`src/hw/etx_cfg_pkg.sv`:
```
// ##########################################################################
// eMesh transmit configuration definitions
// APB widths, register map and control register bit positions
// ##########################################################################

package etx_cfg_pkg;

  // APB bus widths
  localparam int apb_aw = 4;
  localparam int apb_dw = 32;

  // ########################################################################
  // Register map, byte addresses
  // ########################################################################

  // Control, bypass bit and ctrlmode value
  localparam logic [apb_aw-1:0] reg_ctrl = 'h0;

  // Forwarded write packets, read only, cleared by any write
  localparam logic [apb_aw-1:0] reg_cnt_wr = 'h4;

  // Forwarded read requests
  localparam logic [apb_aw-1:0] reg_cnt_rd = 'h8;

  // Forwarded read responses
  localparam logic [apb_aw-1:0] reg_cnt_rr = 'hc;

  // ########################################################################
  // Control register fields
  // ########################################################################

  // Bypass, replace ctrlmode of outgoing slave packets
  localparam int ctrl_bp_bit = 0;

  // Low bit of the 4-bit ctrlmode value
  localparam int ctrl_mode_lsb = 4;

endpackage

```
`src/hw/etx_pkt_pkg.sv`:
```
// ##########################################################################
// eMesh transmit packet definitions
// Packet width, ctrlmode field position and the arbiter grant encoding
// ##########################################################################

package etx_pkt_pkg;

  // ########################################################################
  // Packet layout
  // ########################################################################

  // Full eMesh packet, as pushed by the sources and sent to the link
  localparam int pw = 104;

  // Packet low byte holds write flag, datamode and ctrlmode
  //   bit 0      write
  //   bits 3:1   datamode / access type
  //   bits 7:4   ctrlmode
  // Remaining bits carry dstaddr, data and srcaddr untouched by this block

  // Start of the ctrlmode field
  localparam int ctrlmode_lsb = 4;

  // Width of the ctrlmode field
  localparam int ctrlmode_w = 4;

  // ########################################################################
  // Arbiter grant
  // ########################################################################

  // Which FIFO the arbiter selects this cycle
  //   chan_wr   host write, highest priority
  //   chan_rd   host read request
  //   chan_rr   read response, lowest priority
  typedef enum logic [1:0] {
    chan_none,
    chan_wr,
    chan_rd,
    chan_rr
  } chan_e;

endpackage

```
`src/hw/etx_arbiter.sv`:
```
// ##########################################################################
// eMesh transmit arbiter
// Fixed priority select (write, read request, read response), ctrlmode
// substitution for slave packets and the registered link output stage
// ##########################################################################

`timescale 1ns/1ns

module etx_arbiter (
  input  logic                                tx_lclk_div4,
  input  logic                                reset,
  // Configuration
  input  logic                                cfg_bp,
  input  logic [etx_pkt_pkg::ctrlmode_w-1:0]  cfg_ctrlmode,
  // FIFO heads
  input  logic                                txwr_empty,
  input  logic [etx_pkt_pkg::pw-1:0]          txwr_head,
  input  logic                                txrd_empty,
  input  logic [etx_pkt_pkg::pw-1:0]          txrd_head,
  input  logic                                txrr_empty,
  input  logic [etx_pkt_pkg::pw-1:0]          txrr_head,
  // Link back-pressure
  input  logic                                etx_wait,
  input  logic                                etx_wr_wait,
  input  logic                                etx_rd_wait,
  // FIFO pops, also the forward pulses
  output logic                                txwr_pop,
  output logic                                txrd_pop,
  output logic                                txrr_pop,
  // Link output
  output logic                                etx_access,
  output logic [etx_pkt_pkg::pw-1:0]          etx_packet,
  output logic                                etx_rr
);

  import etx_pkt_pkg::*;

  logic          wr_ready;
  logic          rd_ready;
  logic          rr_ready;
  logic          out_free;
  logic          any_pop;
  chan_e         grant;
  logic [pw-1:0] sel_packet;

  // Overwrite ctrlmode field when bypass is on
  function automatic logic [pw-1:0] apply_ctrlmode(
    input logic [pw-1:0]         pkt,
    input logic                  bp,
    input logic [ctrlmode_w-1:0] mode
  );
    logic [pw-1:0] res;
    res = pkt;
    if (bp)
      res[ctrlmode_lsb +: ctrlmode_w] = mode;
    return res;
  endfunction

  // ########################################################################
  // Priority select
  // ########################################################################

  // Read responses share the write path, so etx_wr_wait blocks them too
  assign wr_ready = ~txwr_empty & ~etx_wr_wait;
  assign rd_ready = ~txrd_empty & ~etx_rd_wait & ~wr_ready;
  assign rr_ready = ~txrr_empty & ~etx_wr_wait & ~wr_ready & ~rd_ready;

  always_comb
  begin
    if (wr_ready)
      grant = chan_wr;
    else if (rd_ready)
      grant = chan_rd;
    else if (rr_ready)
      grant = chan_rr;
    else
      grant = chan_none;
  end

  // Output stage free when empty or being accepted this cycle
  assign out_free = ~etx_access | ~etx_wait;

  // One-hot by construction of the grant
  assign txwr_pop = out_free & (grant == chan_wr);
  assign txrd_pop = out_free & (grant == chan_rd);
  assign txrr_pop = out_free & (grant == chan_rr);
  assign any_pop  = txwr_pop | txrd_pop | txrr_pop;

  // Packet toward the output register, read responses untouched
  always_comb
  begin
    case (grant)
      chan_wr: sel_packet = apply_ctrlmode(txwr_head, cfg_bp, cfg_ctrlmode);
      chan_rd: sel_packet = apply_ctrlmode(txrd_head, cfg_bp, cfg_ctrlmode);
      chan_rr: sel_packet = txrr_head;
      default: sel_packet = '0;
    endcase
  end

  // ########################################################################
  // Output register
  // ########################################################################

  always_ff @(posedge tx_lclk_div4)
  begin
    if (reset)
    begin
      etx_access <= 1'b0;
      etx_rr     <= 1'b0;
      etx_packet <= '0;
    end
    else if (any_pop)
    begin
      etx_access <= 1'b1;
      etx_rr     <= txrr_pop;
      etx_packet <= sel_packet;
    end
    else if (~etx_wait)
      // Accepted with nothing behind it
      etx_access <= 1'b0;
  end

endmodule

```
`src/hw/etx_cfg.sv`:
```
// ##########################################################################
// APB configuration slave for the transmit path
// Control register (bypass, ctrlmode) and per-channel packet counters
// Counters count forwarded packets, an APB write clears them
// ##########################################################################

`timescale 1ns/1ns

module etx_cfg (
  input  logic                                tx_lclk_div4,
  input  logic                                reset,
  // APB slave
  input  logic [etx_cfg_pkg::apb_aw-1:0]      paddr,
  input  logic                                psel,
  input  logic                                penable,
  input  logic                                pwrite,
  input  logic [etx_cfg_pkg::apb_dw-1:0]      pwdata,
  output logic [etx_cfg_pkg::apb_dw-1:0]      prdata,
  output logic                                pready,
  // Forward pulses from the arbiter
  input  logic                                fwd_wr,
  input  logic                                fwd_rd,
  input  logic                                fwd_rr,
  // Configuration toward the arbiter
  output logic                                cfg_bp,
  output logic [etx_pkt_pkg::ctrlmode_w-1:0]  cfg_ctrlmode
);

  import etx_pkt_pkg::*;
  import etx_cfg_pkg::*;

  logic              apb_wr;
  logic              apb_rd;
  logic [2:0]        fwd;
  logic [2:0]        cnt_clr;
  logic [apb_dw-1:0] cnt [3];
  logic [apb_dw-1:0] ctrl_rdata;

  // No wait states
  assign pready = 1'b1;

  // Access phase strobes
  assign apb_wr = psel & penable & pwrite;
  assign apb_rd = psel & penable & ~pwrite;

  // ########################################################################
  // Control register
  // ########################################################################

  always_ff @(posedge tx_lclk_div4)
  begin
    if (reset)
    begin
      cfg_bp       <= 1'b0;
      cfg_ctrlmode <= '0;
    end
    else if (apb_wr && (paddr == reg_ctrl))
    begin
      cfg_bp       <= pwdata[ctrl_bp_bit];
      cfg_ctrlmode <= pwdata[ctrl_mode_lsb +: ctrlmode_w];
    end
  end

  // ########################################################################
  // Packet counters, index 0 wr, 1 rd, 2 rr
  // ########################################################################

  assign fwd = {fwd_rr, fwd_rd, fwd_wr};

  // Any write to a counter address clears it
  assign cnt_clr[0] = apb_wr & (paddr == reg_cnt_wr);
  assign cnt_clr[1] = apb_wr & (paddr == reg_cnt_rd);
  assign cnt_clr[2] = apb_wr & (paddr == reg_cnt_rr);

  always_ff @(posedge tx_lclk_div4)
  begin
    for (int i = 0; i < 3; i++)
    begin
      if (reset || cnt_clr[i])
        cnt[i] <= '0;
      else if (fwd[i])
        cnt[i] <= cnt[i] + 1'b1;
    end
  end

  // ########################################################################
  // Read mux, combinational during access phase
  // ########################################################################

  always_comb
  begin
    ctrl_rdata = '0;
    ctrl_rdata[ctrl_bp_bit] = cfg_bp;
    ctrl_rdata[ctrl_mode_lsb +: ctrlmode_w] = cfg_ctrlmode;
  end

  always_comb
  begin
    prdata = '0;
    if (apb_rd)
    begin
      case (paddr)
        reg_ctrl:   prdata = ctrl_rdata;
        reg_cnt_wr: prdata = cnt[0];
        reg_cnt_rd: prdata = cnt[1];
        reg_cnt_rr: prdata = cnt[2];
        default:    prdata = '0;
      endcase
    end
  end

endmodule

```
`src/hw/etx_fifo.sv`:
```
// ##########################################################################
// Synchronous packet FIFO for one transmit channel
// Circular buffer with read and write pointers and an occupancy count
// ##########################################################################

`timescale 1ns/1ns

module etx_fifo #(
  parameter int depth = 4
) (
  input  logic                         tx_lclk_div4,
  input  logic                         reset,
  input  logic                         push,
  input  logic [etx_pkt_pkg::pw-1:0]   push_packet,
  input  logic                         pop,
  output logic [etx_pkt_pkg::pw-1:0]   head_packet,
  output logic                         empty,
  output logic                         full
);

  import etx_pkt_pkg::*;

  // Pointer and count widths, depth is a power of two
  localparam int aw = $clog2(depth);
  localparam int cnt_w = aw + 1;

  logic [pw-1:0]    mem [depth];
  logic [aw-1:0]    wr_ptr;
  logic [aw-1:0]    rd_ptr;
  logic [cnt_w-1:0] count;
  logic             wr_en;
  logic             rd_en;

  // Push while full is dropped, pop while empty is ignored
  assign wr_en = push & ~full;
  assign rd_en = pop & ~empty;

  assign empty = (count == '0);
  assign full  = (count == cnt_w'(depth));

  // Head is visible as soon as it is written
  assign head_packet = mem[rd_ptr];

  // Storage
  always_ff @(posedge tx_lclk_div4)
  begin
    if (wr_en)
      mem[wr_ptr] <= push_packet;
  end

  // Pointers wrap on their own width
  always_ff @(posedge tx_lclk_div4)
  begin
    if (reset)
    begin
      wr_ptr <= '0;
      rd_ptr <= '0;
      count  <= '0;
    end
    else
    begin
      if (wr_en)
        wr_ptr <= wr_ptr + 1'b1;
      if (rd_en)
        rd_ptr <= rd_ptr + 1'b1;
      // Simultaneous push and pop leaves count unchanged
      case ({wr_en, rd_en})
        2'b10:   count <= count + 1'b1;
        2'b01:   count <= count - 1'b1;
        default: count <= count;
      endcase
    end
  end

endmodule

```
`src/hw/etx_top.sv`:
```
// ##########################################################################
// eMesh transmit top level
// Three channel FIFOs, APB configuration block and the arbiter
// ##########################################################################

`timescale 1ns/1ns

module etx_top (
  input  logic                            tx_lclk_div4,
  input  logic                            reset,
  // Packet sources
  input  logic                            txwr_push,
  input  logic [etx_pkt_pkg::pw-1:0]      txwr_in,
  output logic                            txwr_full,
  input  logic                            txrd_push,
  input  logic [etx_pkt_pkg::pw-1:0]      txrd_in,
  output logic                            txrd_full,
  input  logic                            txrr_push,
  input  logic [etx_pkt_pkg::pw-1:0]      txrr_in,
  output logic                            txrr_full,
  // Link side
  output logic                            etx_access,
  output logic [etx_pkt_pkg::pw-1:0]      etx_packet,
  output logic                            etx_rr,
  input  logic                            etx_wait,
  input  logic                            etx_wr_wait,
  input  logic                            etx_rd_wait,
  // APB slave
  input  logic [etx_cfg_pkg::apb_aw-1:0]  paddr,
  input  logic                            psel,
  input  logic                            penable,
  input  logic                            pwrite,
  input  logic [etx_cfg_pkg::apb_dw-1:0]  pwdata,
  output logic [etx_cfg_pkg::apb_dw-1:0]  prdata,
  output logic                            pready
);

  import etx_pkt_pkg::*;

  // FIFO heads and flags
  logic                  txwr_empty;
  logic                  txrd_empty;
  logic                  txrr_empty;
  logic [pw-1:0]         txwr_head;
  logic [pw-1:0]         txrd_head;
  logic [pw-1:0]         txrr_head;
  // Pops, also counted in etx_cfg
  logic                  txwr_pop;
  logic                  txrd_pop;
  logic                  txrr_pop;
  // Configuration
  logic                  cfg_bp;
  logic [ctrlmode_w-1:0] cfg_ctrlmode;

  // Channel FIFOs
  etx_fifo u_wr_fifo (
    .tx_lclk_div4, .reset,
    .push(txwr_push), .push_packet(txwr_in), .pop(txwr_pop),
    .head_packet(txwr_head), .empty(txwr_empty), .full(txwr_full)
  );

  etx_fifo u_rd_fifo (
    .tx_lclk_div4, .reset,
    .push(txrd_push), .push_packet(txrd_in), .pop(txrd_pop),
    .head_packet(txrd_head), .empty(txrd_empty), .full(txrd_full)
  );

  etx_fifo u_rr_fifo (
    .tx_lclk_div4, .reset,
    .push(txrr_push), .push_packet(txrr_in), .pop(txrr_pop),
    .head_packet(txrr_head), .empty(txrr_empty), .full(txrr_full)
  );

  // Register block
  etx_cfg u_cfg (
    .tx_lclk_div4, .reset,
    .paddr, .psel, .penable, .pwrite, .pwdata, .prdata, .pready,
    .fwd_wr(txwr_pop), .fwd_rd(txrd_pop), .fwd_rr(txrr_pop),
    .cfg_bp, .cfg_ctrlmode
  );

  // Arbiter and output stage
  etx_arbiter u_arbiter (
    .tx_lclk_div4, .reset,
    .cfg_bp, .cfg_ctrlmode,
    .txwr_empty, .txwr_head, .txrd_empty, .txrd_head,
    .txrr_empty, .txrr_head,
    .etx_wait, .etx_wr_wait, .etx_rd_wait,
    .txwr_pop, .txrd_pop, .txrr_pop,
    .etx_access, .etx_packet, .etx_rr
  );

endmodule

```
`config.mk`:
```
export PLATFORM = sky130hd
export DESIGN_NAME = etx_top
export DESIGN_NICKNAME = d
export VERILOG_FILES = /design/src/hw/etx_cfg_pkg.sv /design/src/hw/etx_pkt_pkg.sv /design/src/hw/etx_arbiter.sv /design/src/hw/etx_cfg.sv /design/src/hw/etx_fifo.sv /design/src/hw/etx_top.sv
export SDC_FILE = /design/constraint.sdc
export NUM_CORES = 1
export LEC_CHECK = 0
export BUFFER_PORTS_ARGS = -buffer_cell sky130_fd_sc_hd__buf_2
export CAP_MARGIN = 40
export CELL_PAD_IN_SITES_DETAIL_PLACEMENT = 0
export CELL_PAD_IN_SITES_GLOBAL_PLACEMENT = 1
export CORE_ASPECT_RATIO = 0.6
export CORE_UTILIZATION = 48
export CTS_CLUSTER_DIAMETER = 80
export DETAILED_ROUTE_END_ITERATION = 7
export PLACE_DENSITY_LB_ADDON = 0.1
export SYNTH_ARGS = -nofsm -noshare
export SYNTH_HDL_FRONTEND = slang
export SYNTH_HIERARCHICAL = 1
export SYNTH_SLANG_ARGS = --single-unit
```
`constraint.sdc`:
```
create_clock -name tx_lclk_div4 -period 4.6 [get_ports tx_lclk_div4]
set_input_delay 0.69 -clock tx_lclk_div4 [delete_from_list [all_inputs] [get_ports tx_lclk_div4]]
set_output_delay 0.69 -clock tx_lclk_div4 [all_outputs]
set_load 0.005 [all_outputs]
```
Yosys cells after proc, flatten, opt, wreduce, memory -nomap -nowiden
Memory sizes are Yosys's and may differ from the RTL's. A register that Yosys moved wholly into a read port is not among the register bits. Cells that the tools add are included.

Flip-flop bits (word level): 132. Latch bits: 0. Memories: 4. Output and inout bits: 142. ROM bits: 0. Bits of input ports: 359. Memory bits (writable): 1344.

Memories: u_rd_fifo.mem (words 4, width 104, rd ports 1, clocked after memory_dff 1, write ports 1, RTL line etx_fifo.sv:27) `logic [pw-1:0] mem [depth];`; u_rr_fifo.mem (words 4, width 104, rd ports 1, clocked after memory_dff 1, write ports 1, RTL line etx_fifo.sv:27); u_wr_fifo.mem (words 4, width 104, rd ports 1, clocked after memory_dff 1, write ports 1, RTL line etx_fifo.sv:27); u_cfg.cnt (words 3, width 32, rd ports 3, clocked after memory_dff 0, write ports 3, RTL line etx_cfg.sv:36) `logic [apb_dw-1:0] cnt [3];`.

Divide/modulo/power cells: 0. Multiplexer cells: 43. $lt $le $gt $ge: 0. Bitwise gates (word level): 40. Multipliers: 0. Shift operators: 0. Reductions and logical operators: 11. Equal/unequal tests: 16. Add/sub/neg operators: 15.

Operators with widths (count): one-hot mux 104 bit (3 select lines) (1); two-way mux 32 bit (4); one-hot mux 32 bit (4 select lines) (1); adder 32 x 1 -> 32 bit (second input constant) (3); two-way mux 1 bit (23); AND 1 bit (21); two-way mux 2 bit (9); one-hot mux 3 bit (2 select lines) (3); inverter 1 bit (13); adder 2 x 1 -> 2 bit (second input constant) (6); == test 2 bit (second input constant) (5); adder 3 x 1 -> 3 bit (second input constant) (3); == test 3 bit (second input constant) (3); logical NOT 3 bit (3); subtractor 3 x 1 -> 3 bit (second input constant) (3); == test 2 x 1 -> 1 bit (second input constant) (4); == test 4 bit (second input constant) (2); two-way mux 4 bit (2); bitwise OR 1 bit (6); nonzero test 2 bit (3); == test 4 x 3 -> 1 bit (second input constant) (1); logical NOT 4 bit (1); logical OR 1 bit (3); != test 2 x 1 -> 1 bit (second input constant) (1); logical AND 1 bit (1).

Depth between registers and ports, before layout
Depth in word-level cells: 16. Depth in mapped cells: 14. Depth with buffers taken out: 12.

Hierarchy
Netlist, hierarchy kept.

By module, submodules not included: etx_fifo (cells an instance 598, area an instance 15494.9 um2, instances 3, seq. area each 12672.2 um2); etx_cfg (cells an instance 632, area an instance 6165.9 um2, instances 1, seq. area each 2982.9 um2); etx_arbiter (cells an instance 621, area an instance 5077.4 um2, instances 1, seq. area each 2122.0 um2).

Least setup slack after synthesis
No wires, ideal clock.

Path kind: input port to flip-flop. From: in txrd_push. To: mem u_rd_fifo.mem[0][0] (enable). Library setup time: 0.475 ns. Data required time: 4.125 ns. Path slack: 0.705 ns. Data arrival time: 3.420 ns. Stages on the path: 3. Cells stage by stage: inv_1 -> nor2_1 -> and2_1.

Word-level cells in the longest chain between the ends: 3.

Ends and longest elaborated chain: from (decl) (RTL line etx_top.sv:15) `input logic txrd_push,`; AND 1 bit (RTL line etx_fifo.sv:35) `assign wr_en = push & ~full;`; two-way mux 1 bit (RTL line etx_fifo.sv:47) `if (wr_en)`; two-way mux 1 bit (implied by the code) (RTL line etx_fifo.sv:48) `mem[wr_ptr] <= push_packet;`; to (decl) (RTL line etx_fifo.sv:27).

No other way between the ends.

Worst setup path after layout
From: reg u_wr_fifo.count[1]. To: reg u_arbiter/etx_packet[41] (netlist bit).

Word-level cells in the longest chain between the ends: 14. Elaborated cells on any way between the ends: 20. Those cells by class: eq/ne: 3; mux: 4; bitwise: 12; reduce/logical: 1.

Ends and longest elaborated chain: from (decl) (RTL line etx_fifo.sv:30) `logic [cnt_w-1:0] count;`; from (signal assigned) (RTL line etx_fifo.sv:68) `2'b10: count <= count + 1'b1;`; from (signal assigned) (RTL line etx_fifo.sv:69) `2'b01: count <= count - 1'b1;`; from (signal assigned) (RTL line etx_fifo.sv:70) `default: count <= count;`; logical NOT 3 bit * (RTL line etx_fifo.sv:38) `assign empty = (count == '0);`; named net txwr_empty (RTL line etx_top.sv:41) `logic txwr_empty;`; inverter 1 bit * (RTL line etx_arbiter.sv:64) `assign wr_ready = ~txwr_empty & ~etx_wr_wait;`; AND 1 bit * (RTL line etx_arbiter.sv:64); inverter 1 bit (RTL line etx_arbiter.sv:65, etx_arbiter.sv:66); AND 1 bit (RTL line etx_arbiter.sv:65) `assign rd_ready = ~txrd_empty & ~etx_rd_wait & ~wr_ready;`; inverter 1 bit (RTL line etx_arbiter.sv:66) `assign rr_ready = ~txrr_empty & ~etx_wr_wait & ~wr_ready & ~rd_ready;`; AND 1 bit (RTL line etx_arbiter.sv:66); two-way mux 2 bit (RTL line etx_arbiter.sv:74) `else if (rr_ready)`; two-way mux 2 bit (RTL line etx_arbiter.sv:72) `else if (rd_ready)`; two-way mux 2 bit * (RTL line etx_arbiter.sv:70) `if (wr_ready)`; == test 2 x 1 -> 1 bit / == test 2 bit (equally long branches) (RTL line etx_arbiter.sv:84, etx_arbiter.sv:92, etx_arbiter.sv:85); AND 1 bit, on equally long branches (RTL line etx_arbiter.sv:84, etx_arbiter.sv:85); bitwise OR 1 bit (2 in a row) (RTL line etx_arbiter.sv:87) `assign any_pop = txwr_pop | txrd_pop | txrr_pop;`; to (signal assigned) (RTL line etx_arbiter.sv:116) `etx_packet <= sel_packet;`; to (decl) (RTL line etx_arbiter.sv:32) `output logic [etx_pkt_pkg::pw-1:0] etx_packet,`.

The timed path passes the listed nets; every way through them passes the cells marked *. A chain may end at the register's enable or synchronous reset.

==> results.py <==
metrics = {
    "status": {
        "status": "finished clean",
    },
    "drt": {
        "vias": 31700,
        "drtIter0Drc": 3029,
        "viasPerCell": 6.00,
        "drt_wl_total_mm": 154,
        "ant_nets": 0,
        "drc": 0,
        "wire_per_inst_um": 29.2,
        "first_pass_iters": 8,
    },
    "place": {
        "portBuffers": 472,
        "place_congestion": 0.858,
        "dp_hpwl_mm": 96.6,
    },
    "setup_path": {
        "worstPathCellList": "nor3_1 -> nor4b_4 -> buf_4 -> buf_4 -> nand2_1 -> a211oi_1",
        "crit_slowest_cell": "buf_4",
        "r2r_cells": 6,
        "critPathTopFamily": "buffers and inverters",
        "critPathMaxFanout": 55,
        "cp-start-kind": "register",
        "endpoint_kind": "register",
        "crit_arrival_ps": 4280,
        "slowest_delay_ps": 810,
        "cpMostUsedCell": "buf_4",
        "cp.depth": 6,
        "criticalPathCategory": "reg -> reg",
        "critPathBufInv": 2,
        "required_ps": 5250,
    },
    "timing": {
        "hold_viol_final": 0,
        "fin_setup_tns_ps": 0,
        "tightest_slew_ps": 944,
        "timing.fmax_mhz": 275,
        "min_period_ps": 3630,
        "drv_slew": 0,
        "setup_viol": 0,
        "fin_skew_ps": 23.8,
        "finalCritPeriodShare": 0.789,
        "rsz0062_at_grt": "false",
        "relSlewSlack": 0.363,
    },
    "final_layout": {
        "drive_gt1_frac": 0.300,
        "area_growth_pct": 15.9,
        "fin_nets": 3932,
        "fillers": 9146,
        "layout_common_cells": "edfxtp_1, buf_2, mux4_2",
        "mostFrequentLayoutCell": "edfxtp_1",
    },
    "cts": {
        "post-cts-setup-buffer-count": 0,
        "cts_buffer_depth": 3,
        "cts_resized": 0,
        "cts_tree": "built",
        "h-tree-depth": 4,
        "clkSinkCount": 1482,
        "clk_pin_slew_worst_paths_ps": 60,
        "root_buffer": "clkbuf_16",
        "cts-buffers-inserted": 139,
        "insertion_delay_ps": 760,
        "ctsHoldBuffers": 0,
    },
    "power_and_ir_drop": {
        "ir_drop_mv": 0.310,
        "p_leak_nw": 21.7,
        "power.share.switching": 0.263,
        "p_comb_frac": 0.158,
        "power_density_mw_per_mm2": 504,
        "seqPwrFrac": 0.491,
        "power_mw": 33.8,
        "internal-power_mw": 24.9,
        "power.share.clock": 0.350,
        "p_switching_mw": 8.89,
    },
    "synthesis": {
        "netlist.area_leader.share": 0.699,
        "synth.largest_area_cell": "edfxtp_1",
        "ys.flop_type": "edfxtp_1",
        "syn_nets": 3427,
        "netlist-cell-type-count": 55,
        "syn_avg_cell_area_sq_um": 18.9,
        "synth.cell_area_sq_mm": 0.0577,
        "ys_seq_elements": 1482,
        "synth_edf_count": 1344,
        "yosys-top-cells-area": "edfxtp_1, mux4_2, dfxtp_1",
        "synth_cells": 3047,
        "synth-async-reset-ratio": 0,
        "ys_warn_count": 6,
        "seq_area_frac_synth": 0.747,
    },
    "global_routing": {
        "grt_pass1_vias": 32100,
        "antenna_found_initial": 65,
        "grtUsageTotal": 0.254,
        "grt_start_max_net_pins": 101,
        "grt_pass1_wl_mm": 224,
        "grt_remaining_overflow": 0,
    },
    "die": {
        "die_x_um": 450,
        "std_cell_rows": 98,
        "dieHeight_um": 271,
        "ioPinCount": 501,
        "initial_core_util": 0.484,
        "core_area_sq_mm": 0.119,
        "die_area_sq_mm": 0.122,
    },
    "worst_hold_path": {
        "min_path_type": "in -> reg",
        "hold_depth": 1,
    },
    "job": {
        "max-cap-violations": 0,
    },
}
[worst paths after layout]
path / from / endpoint / slack (ps)
setup reg to reg: u_wr_fifo/count[1] / u_arbiter/etx_packet[41] / 970
setup / recovery: u_wr_fifo/count[1] / u_arbiter/etx_packet[41] / 970
hold / removal: txrr_in[60] / u_rr_fifo/mem[0][60] / 140
hold reg to reg: u_wr_fifo/rd_ptr[1] / register / 480
[sequential cells by signal (all words and copies together), names as in the netlist, named ones only]
name                  flops
u_rd_fifo/mem           416
u_rr_fifo/mem           416
u_wr_fifo/mem           416
u_arbiter/etx_packet    104
u_cfg/cnt                96
u_cfg/cfg_ctrlmode        4
u_rd_fifo/count           3
u_rr_fifo/count           3
u_wr_fifo/count           3
u_rd_fifo/rd_ptr          2
u_rd_fifo/wr_ptr          2
u_rr_fifo/rd_ptr          2
u_rr_fifo/wr_ptr          2
u_wr_fifo/rd_ptr          2
u_wr_fifo/wr_ptr          2
u_arbiter/etx_access      1
u_arbiter/etx_rr          1
u_cfg/cfg_bp              1
[per-stage QoR]
stage	setup WS, ps	util	cells	hold WS [ps]	cell area, sq um
floorplan	705	-	3047	459	57700
finish	969	0.561	5288	142	66900
CTS	1020	0.561	5266	81.9	66900
detailed placement	1060	0.522	5010	482	62200
global route	828	0.561	5276	123	66900
global placement	1150	0.520	5000	466	61900
[cell usage after synthesis (10+ instances only)]
master / number
a21oi_1: 81
edfxtp_1: 1344
nand2b_1: 12
and3_1: 10
nor4_1: 10
a22oi_1: 11
mux4_2: 312
mux2i_1: 12
nand2_1: 141
o31ai_1: 28
or4_1: 33
nor2_1: 199
nand3_1: 29
xor2_1: 22
and2_1: 20
buf_2: 66
clkbuf_1: 87
ha_1: 18
buf_8: 21
a221oi_1: 99
a211oi_1: 104
dfxtp_1: 138
xnor2_1: 19
nor3_1: 11
inv_1: 36
or3_1: 37
a222oi_1: 28
o21ai_0: 35
nand4_1: 22
[cells by family (layout without fill, tap and decap cells)]
logic type / count (synthesis) / in the layout / share of synthesized area
DFF: 1482 / 1482 / 0.747
buffers and inverters: 222 / 842 / 0.0205
adders and majority gates: 21 / 21 / 0.00494
muxes: 324 / 324 / 0.124
xor gates and xnor gates: 41 / 41 / 0.00622
other: 1 / 22 / 0.0000650
and+or+nand+nor: 554 / 554 / 0.0467
AOI/OAI and AO/OA: 402 / 402 / 0.0508
[cell type report]
cell class	count	area, sq um	area share
diodes	21	52.6	0.000785
inverters	36	135	0.00202
clock buffers	194	3960	0.0592
clock inverters	62	726	0.0108
multi-input cells	1343	13500	0.202
flip-flops and latches	1482	43100	0.645
well taps	1600	2000	0.0299
repair buffers	550	3390	0.0507
[layer usage]
layer  GRT usage  wire (um)
met1       0.357      64400
met2       0.407      74400
met3      0.0515      12000
met4      0.0660       3160
met5           0        276
[power by group through the flow]
| stage | logic (mW) | registers [mW] | clock network [mW] |
|---|---|---|---|
| floorplan | 3.12 | 16.7 | 0 |
| finish | 5.35 | 16.6 | 11.8 |
| global route | 5.74 | 16.7 | 12.6 |
| detailed placement | 5.41 | 16.9 | 0 |
| CTS | 5.43 | 16.6 | 12.1 |
| global placement | 5.20 | 16.9 | 0 |
Power figures use the tool's default switching activity.
